===== src/hdl/matmul_pkg.sv =====
package matmul_pkg;

  // element and memory sizes
  localparam int DWIDTH   = 8;
  localparam int AWIDTH   = 7;
  localparam int MEM_SIZE = 128;

  // address parked on the memories between fetches
  localparam int ADDR_IDLE = MEM_SIZE - 1;

  // array dimension and processing element pipeline depth
  localparam int N          = 4;
  localparam int MAC_CYCLES = 3;

  // control counter
  localparam int CNT_WIDTH  = 7;
  localparam int DONE_COUNT = 4 * N + 2;
  // row 0 is complete once the last operand pair has crossed the grid
  localparam int LATCH_BASE = N + 7 + MAC_CYCLES - 1;

  typedef logic signed [DWIDTH-1:0] elem_t;

  // one memory word, lane0 in the low byte
  typedef struct packed {
    elem_t lane3;
    elem_t lane2;
    elem_t lane1;
    elem_t lane0;
  } vec_t;

  // one latch strobe per result row
  typedef logic [N-1:0] row_strobe_t;

endpackage


===== src/hdl/input_skew.sv =====
`timescale 1ns/1ps

module input_skew (
  input  logic             clk,
  input  logic             reset,
  input  logic             i_clear,
  input  matmul_pkg::vec_t i_word,
  output matmul_pkg::vec_t o_word
);
  import matmul_pkg::*;

  elem_t [N-1:0] lanes_in;
  elem_t [N-1:0] lanes_out;

  assign lanes_in     = i_word;
  assign lanes_out[0] = lanes_in[0];

  // lane k is held back k cycles so the grid sees a diagonal wavefront
  for (genvar k = 1; k < N; k++) begin : g_lane
    elem_t chain [k];

    always_ff @(posedge clk) begin
      if (reset || i_clear) begin
        for (int s = 0; s < k; s++) begin
          chain[s] <= '0;
        end
      end else begin
        chain[0] <= lanes_in[k];
        for (int s = 1; s < k; s++) begin
          chain[s] <= chain[s-1];
        end
      end
    end

    assign lanes_out[k] = chain[k-1];
  end

  assign o_word = lanes_out;

endmodule


===== src/hdl/matmul_ctrl.sv =====
`timescale 1ns/1ps

module matmul_ctrl (
  input  logic                          clk,
  input  logic                          reset,
  input  logic                          i_start,
  output logic                          o_done,
  output logic [matmul_pkg::AWIDTH-1:0] o_a_addr,
  output logic [matmul_pkg::AWIDTH-1:0] o_b_addr,
  output logic                          o_skew_clear,
  output matmul_pkg::row_strobe_t       o_row_latch
);
  import matmul_pkg::*;

  logic [CNT_WIDTH-1:0] cnt;
  logic                 fetch;

  // cycle counter, frozen at DONE_COUNT once done is raised
  always_ff @(posedge clk) begin
    if (reset || !i_start) begin
      cnt    <= '0;
      o_done <= 1'b0;
    end else if (cnt == CNT_WIDTH'(DONE_COUNT)) begin
      o_done <= 1'b1;
    end else begin
      cnt <= cnt + 1'b1;
    end
  end

  // words 0 to N-1 are requested while the count is below N
  assign fetch = (cnt < CNT_WIDTH'(N));

  // one generator per memory, both step from the idle address through 0..N-1
  always_ff @(posedge clk) begin
    if (reset || !i_start) begin
      o_a_addr <= AWIDTH'(ADDR_IDLE);
      o_b_addr <= AWIDTH'(ADDR_IDLE);
    end else if (fetch) begin
      // idle address wraps to word 0 on the first step
      o_a_addr <= o_a_addr + 1'b1;
      o_b_addr <= o_b_addr + 1'b1;
    end else begin
      o_a_addr <= AWIDTH'(ADDR_IDLE);
      o_b_addr <= AWIDTH'(ADDR_IDLE);
    end
  end

  // skew registers are flushed before the first word arrives
  assign o_skew_clear = (cnt == '0);

  // row r is complete one cycle after row r-1
  always_comb begin
    for (int r = 0; r < N; r++) begin
      o_row_latch[r] = (cnt == CNT_WIDTH'(LATCH_BASE + r));
    end
  end

endmodule


===== src/hdl/matmul_top.sv =====
`timescale 1ns/1ps

module matmul_top (
  input  logic                          clk,
  input  logic                          reset,
  input  logic                          i_start,
  output logic                          o_done,
  input  matmul_pkg::vec_t              i_a_data,
  input  matmul_pkg::vec_t              i_b_data,
  output logic [matmul_pkg::AWIDTH-1:0] o_a_addr,
  output logic [matmul_pkg::AWIDTH-1:0] o_b_addr,
  output matmul_pkg::vec_t              o_c_data
);
  import matmul_pkg::*;

  logic        skew_clear;
  row_strobe_t row_latch;
  vec_t        a_skewed;
  vec_t        b_skewed;
  vec_t        c_rows [N];

  matmul_ctrl u_ctrl (
    .clk          (clk),
    .reset        (reset),
    .i_start      (i_start),
    .o_done       (o_done),
    .o_a_addr     (o_a_addr),
    .o_b_addr     (o_b_addr),
    .o_skew_clear (skew_clear),
    .o_row_latch  (row_latch)
  );

  // A lanes feed the rows of the grid
  input_skew u_skew_a (
    .clk     (clk),
    .reset   (reset),
    .i_clear (skew_clear),
    .i_word  (i_a_data),
    .o_word  (a_skewed)
  );

  // B lanes feed the columns of the grid
  input_skew u_skew_b (
    .clk     (clk),
    .reset   (reset),
    .i_clear (skew_clear),
    .i_word  (i_b_data),
    .o_word  (b_skewed)
  );

  pe_array u_array (
    .clk   (clk),
    .reset (reset),
    .i_a   (a_skewed),
    .i_b   (b_skewed),
    .o_c   (c_rows)
  );

  result_shifter u_shifter (
    .clk      (clk),
    .reset    (reset),
    .i_latch  (row_latch),
    .i_rows   (c_rows),
    .o_c_data (o_c_data)
  );

endmodule


===== src/hdl/pe_array.sv =====
`timescale 1ns/1ps

module pe_array (
  input  logic             clk,
  input  logic             reset,
  input  matmul_pkg::vec_t i_a,
  input  matmul_pkg::vec_t i_b,
  output matmul_pkg::vec_t o_c [matmul_pkg::N]
);
  import matmul_pkg::*;

  elem_t [N-1:0] a_lanes;
  elem_t [N-1:0] b_lanes;
  // links indexed [row][col], the extra column and row catch the edge outputs
  elem_t         a_link [N][N+1];
  elem_t         b_link [N+1][N];
  elem_t [N-1:0] acc_row [N];

  assign a_lanes = i_a;
  assign b_lanes = i_b;

  for (genvar i = 0; i < N; i++) begin : g_edge
    // lane i of A enters row i, lane i of B enters column i
    assign a_link[i][0] = a_lanes[i];
    assign b_link[0][i] = b_lanes[i];
    assign o_c[i]       = acc_row[i];
  end

  for (genvar i = 0; i < N; i++) begin : g_row
    for (genvar j = 0; j < N; j++) begin : g_col
      processing_element u_pe (
        .clk   (clk),
        .reset (reset),
        .i_a   (a_link[i][j]),
        .i_b   (b_link[i][j]),
        .o_a   (a_link[i][j+1]),
        .o_b   (b_link[i+1][j]),
        .o_acc (acc_row[i][j])
      );
    end
  end

endmodule


===== src/hdl/processing_element.sv =====
`timescale 1ns/1ps

module processing_element (
  input  logic              clk,
  input  logic              reset,
  input  matmul_pkg::elem_t i_a,
  input  matmul_pkg::elem_t i_b,
  output matmul_pkg::elem_t o_a,
  output matmul_pkg::elem_t o_b,
  output matmul_pkg::elem_t o_acc
);
  import matmul_pkg::*;

  elem_t                      a_mul;
  elem_t                      b_mul;
  logic signed [2*DWIDTH-1:0] product;
  logic                       prod_neg;
  logic                       prod_high;
  elem_t                      cast;
  elem_t                      cast_q;
  elem_t                      acc;

  // forwarding copy and multiplier copy are taken on the same edge
  always_ff @(posedge clk) begin
    if (reset) begin
      o_a   <= '0;
      o_b   <= '0;
      a_mul <= '0;
      b_mul <= '0;
    end else begin
      o_a   <= i_a;
      o_b   <= i_b;
      a_mul <= i_a;
      b_mul <= i_b;
    end
  end

  assign product   = a_mul * b_mul;
  assign prod_neg  = product[2*DWIDTH-1];
  assign prod_high = |product[2*DWIDTH-2:DWIDTH-1];

  // reduce the 16-bit product to 8 bits
  always_comb begin
    if (!prod_neg && prod_high) begin
      // positive overflow clamps to 127
      cast = {1'b0, {(DWIDTH-1){1'b1}}};
    end else if (prod_neg && !prod_high) begin
      // negative with bits 14:7 all clear goes to -128
      cast = {1'b1, {(DWIDTH-1){1'b0}}};
    end else begin
      cast = {prod_neg, product[DWIDTH-2:0]};
    end
  end

  // accumulator wraps in 8 bits and is only cleared by reset
  always_ff @(posedge clk) begin
    if (reset) begin
      cast_q <= '0;
      acc    <= '0;
    end else begin
      cast_q <= cast;
      acc    <= acc + cast_q;
    end
  end

  assign o_acc = acc;

endmodule


===== src/hdl/result_shifter.sv =====
`timescale 1ns/1ps

module result_shifter (
  input  logic                    clk,
  input  logic                    reset,
  input  matmul_pkg::row_strobe_t i_latch,
  input  matmul_pkg::vec_t        i_rows [matmul_pkg::N],
  output matmul_pkg::vec_t        o_c_data
);
  import matmul_pkg::*;

  vec_t          row_q [N];
  elem_t [N-1:0] heads;

  always_ff @(posedge clk) begin
    for (int r = 0; r < N; r++) begin
      if (reset) begin
        row_q[r] <= '0;
      end else if (i_latch[r]) begin
        row_q[r] <= i_rows[r];
      end else begin
        // move every lane down by one, lane3 refills with zero
        row_q[r] <= row_q[r] >> DWIDTH;
      end
    end
  end

  // the head of row r drives lane r of the output
  always_comb begin
    for (int r = 0; r < N; r++) begin
      heads[r] = row_q[r].lane0;
    end
  end

  assign o_c_data = heads;

endmodule


===== config.mk =====
export PLATFORM = sky130hd
export DESIGN_NAME = matmul_top
export DESIGN_NICKNAME = d
export VERILOG_FILES = /design/src/hdl/matmul_pkg.sv /design/src/hdl/input_skew.sv /design/src/hdl/matmul_ctrl.sv /design/src/hdl/matmul_top.sv /design/src/hdl/pe_array.sv /design/src/hdl/processing_element.sv /design/src/hdl/result_shifter.sv
export SDC_FILE = /design/constraint.sdc
export NUM_CORES = 2
export LEC_CHECK = 0
export BUFFER_PORTS_ARGS = -buffer_cell sky130_fd_sc_hd__buf_2
export CAP_MARGIN = 30
export CORE_MARGIN = 5
export CORE_UTILIZATION = 65
export CTS_BUF_LIST = sky130_fd_sc_hd__clkbuf_4 sky130_fd_sc_hd__clkbuf_8
export DETAILED_ROUTE_END_ITERATION = 10
export MAX_ROUTING_LAYER = met4
export PLACE_DENSITY = 0.82
export SLEW_MARGIN = 25
export SYNTH_ARGS = -nofsm -noshare
export SYNTH_HDL_FRONTEND = slang
export SYNTH_SLANG_ARGS = --single-unit

===== constraint.sdc =====
create_clock -name clk -period 11.93 [get_ports clk]
set_clock_uncertainty 0.05 [all_clocks]
set_input_delay 0.5965 -clock clk [delete_from_list [all_inputs] [get_ports clk]]
set_output_delay 0.5965 -clock clk [all_outputs]
set_load 0.01 [all_outputs]

==> results.sh <==
export IMPL_setup_viol=0
export IMPL_grt_overflow_total=0
export IMPL_nNetsFinal=8894
export IMPL_area_delta_synth_final_pct=8.33
export IMPL_cp_data_required_time_ns=12.55
export IMPL_grt_pass1_wl_um=235000
export IMPL_register_area_um2=16500
export IMPL_yosysSeqAreaShare_pct=24.6
export IMPL_gp_congestion=0.901
export IMPL_period_needed_ns=5.81
export IMPL_antenna_found_initial=1
export IMPL_die_x_um=331
export IMPL_core_area_um2=102000
export IMPL_end_kind="flip-flop"
export IMPL_synthMostInstantiatedCell="inv_1"
export IMPL_setup_tns_ns=0
export IMPL_drt_initial_drc_count=2497
export IMPL_cts_root_buf="clkbuf_8"
export IMPL_cts_tree="yes"
export IMPL_syn_inst=7067
export IMPL_fmax_mhz=172
export IMPL_track_usage_pct=26.8
export IMPL_grt_pass1_vias=49500
export IMPL_p_per_area_nw_per_um2=81.8
export IMPL_final_cells=8818
export IMPL_vias=46600
export IMPL_io_pins=114
export IMPL_path_class="reg -> reg"
export IMPL_drv_slew=0
export IMPL_pre_cts_ws_ns=6.29
export IMPL_worst_pin_slew_ns=1.00
export IMPL_postSynthAreaPerCell_um2=9.45
export IMPL_io_buffers=113
export IMPL_grt_setup_unrepaired="false"
export IMPL_die_area_um2=109000
export IMPL_drive_gt1_share_pct=5.02
export IMPL_yosysWarnings=0
export IMPL_cts_resized=0
export IMPL_hp_class="in -> reg"
export IMPL_multi_input_area_um2=44900
export IMPL_totalWireLength_um=137000
export IMPL_ant_nets=0
export IMPL_setup_slack_ns=6.12
export IMPL_cp_data_arrival_time_ns=6.43
export IMPL_grt_max_degree=109
export IMPL_netlist_area_leader_share_pct=26.9
export IMPL_place_inst=8532
export IMPL_clk_latency_ns=0.81
export IMPL_ys_top_cells_by_area="fa_1 (27%), dfxtp_1 (19%), ha_1 (11%)"
export IMPL_status="finished, final reports clean"
export IMPL_power_leakage_nw=36.2
export IMPL_cts_sinks=758
export IMPL_h_tree_depth=3
export IMPL_slew_headroom_pct=33.2
export IMPL_setup_worst_path_start_class="flip-flop"
export IMPL_clkTransAtPathRegs_ns=0.07
export IMPL_fin_util_pct=71.0
export IMPL_synth_common_cells="inv_1 (1381), fa_1 (896), and2_1 (752), dfxtp_1 (630), ha_1 (582)"
export IMPL_syn_area_um2=66800
export IMPL_synth_edf_count=128
export IMPL_dpl_hpwl_um=109000
export IMPL_cts_buffers=121
export IMPL_synth_largest_area_cell="fa_1"
export IMPL_synth_seq_cells=758
export IMPL_first_pass_iters=6
export IMPL_synthFlopType="dfxtp_1"
export IMPL_crit_fanout=9
export IMPL_async_flop_share_pct=0
export IMPL_layout_worst_path_cycle_share_pct=48.7
export IMPL_drc=0
export IMPL_peakVddDrop_uv=177
export IMPL_wl_per_cell_um=15.5
export IMPL_finalHoldViolCount=0
export IMPL_viasPerCell=5.29
export IMPL_rows=117
export IMPL_yosysUniqueCellTypes=83
export IMPL_die_h_um=331
export IMPL_max_cap_viol_count=0
export IMPL_fillers=7448
export IMPL_cts_path_max_buffers=3
export IMPL_start_util_pct=65.6
[stage by stage]
stage	hold WS, ns	total power, mW	area, um^2
6_report	0.103	5.92	72400
2_1_floorplan	0.356	3.30	67300
4_1_cts	0.0252	5.97	72400
5_1_grt	0.0288	6.18	72400
3_5_place_dp	0.350	3.45	69000
3_3_place_gp	0.344	3.41	68900
[placed cells by master (no fill, tap or decap), drive strengths merged, types with 10 or more instances in the layout]
cell / count
clkinv: 25
a211o: 13
o21ai: 152
nor4: 13
nand2: 530
nor3: 52
buf: 126
and3: 35
inv: 1389
xor2: 45
dfxtp: 630
mux2i: 18
dlygate4sd3: 62
o211ai: 17
edfxtp: 128
conb: 128
clkbuf: 180
o21bai: 49
a31o: 12
nand3: 18
a21o: 98
a31oi: 13
ha: 582
xnor2: 238
a21boi: 11
nor2: 357
o31ai: 30
a21oi: 285
nand2b: 72
and2: 753
or3: 10
nor2b: 304
o21a: 19
a2111oi: 13
a211oi: 32
fa: 896
[worst max-delay path, cell delays in order (launching register included)]
cell       delay (ns)
dfxtp_1          0.46
nand2_1          0.18
fa_1             0.72
inv_1            0.15
fa_1             0.56
inv_1            0.05
fa_1             0.49
fa_1             0.52
inv_1            0.05
ha_1             0.32
nor2b_1          0.16
a2111oi_0        0.56
o22a_1           0.28
o211ai_1         0.09
a211o_1          0.23
nor4_1           0.27
a21oi_1          0.26
a31o_2           0.31
[routing by layer]
| layer | wire length, um | vias up | GRT usage, % |
|---|---|---|---|
| met2 | 68900 | 1112 | 46.2 |
| met3 | 6160 | 288 | 3.48 |
| met5 | 0 | - | - |
| li1 | - | 22300 | - |
| met1 | 57100 | 22900 | 33.1 |
| met4 | 4760 | 0 | 8.73 |
[power by group]
part           switching [mW]  internal (mW)
Combinational           0.340          0.265
Sequential             0.0855           2.73
Clock                    1.08           1.42
Total                    1.51           4.41
[final timing paths]
path,startpoint,to,slack [ns],cells after the start
hold / removal,i_a_data[6],u_array.g_row[0].g_col[0].u_pe.a_mul[6],0.10,2
hold reg to reg,u_skew_a.g_lane[1].chain[0][3],u_array.g_row[1].g_col[0].u_pe.a_mul[3],0.35,1
setup / recovery,u_array.g_row[0].g_col[2].u_pe.a_mul[7],u_array.g_row[0].g_col[2].u_pe.cast_q[0],6.12,17
setup reg to reg,u_array.g_row[0].g_col[2].u_pe.a_mul[7],u_array.g_row[0].g_col[2].u_pe.cast_q[0],6.12,17
[flip-flops by register name, indices dropped and copies added, names as in the netlist, 48 cells and up]
name,cells
u_array.g_row.g_col.u_pe.b_mul,128
u_array.g_row.g_col.u_pe.cast_q,128
u_skew_a.g_lane.chain,48
u_array.g_row.g_col.u_pe.o_a,64
u_array.g_row.g_col.u_pe.o_acc,128
u_skew_b.g_lane.chain,48
u_array.g_row.g_col.u_pe.a_mul,64
u_shifter.row_q,128
[cell type report]
class                           instances  share of cell area, %
Antenna cell                            1                0.00346
Clock buffer                          180                   3.17
Clock inverter                         43                  0.671
Inverter                             1382                   7.17
Multi-Input combinational cell       4898                   62.1
Sequential cell                       758                   22.7
Tap cell                             1368                   2.37
Timing Repair Buffer                  188                   1.81
[logic make-up after synthesis]
group | Yosys count | share of synthesized area [%]
xor gates and xnor gates | 283 | 3.71
buffers and inverters | 1538 | 8.87
adders and majority gates | 1478 | 37.8
other | 1 | 0.00561
and+or+nand+nor | 2176 | 17.0
AOI/OAI and AO/OA | 811 | 7.69
muxes | 22 | 0.337
DFF | 758 | 24.6
[timing repair]
action,CTS,global route
hold endpoints to repair,62,0
hold buffers,62,0
setup buffers,0,0
Note: power is estimated with default switching activity, not from simulation.
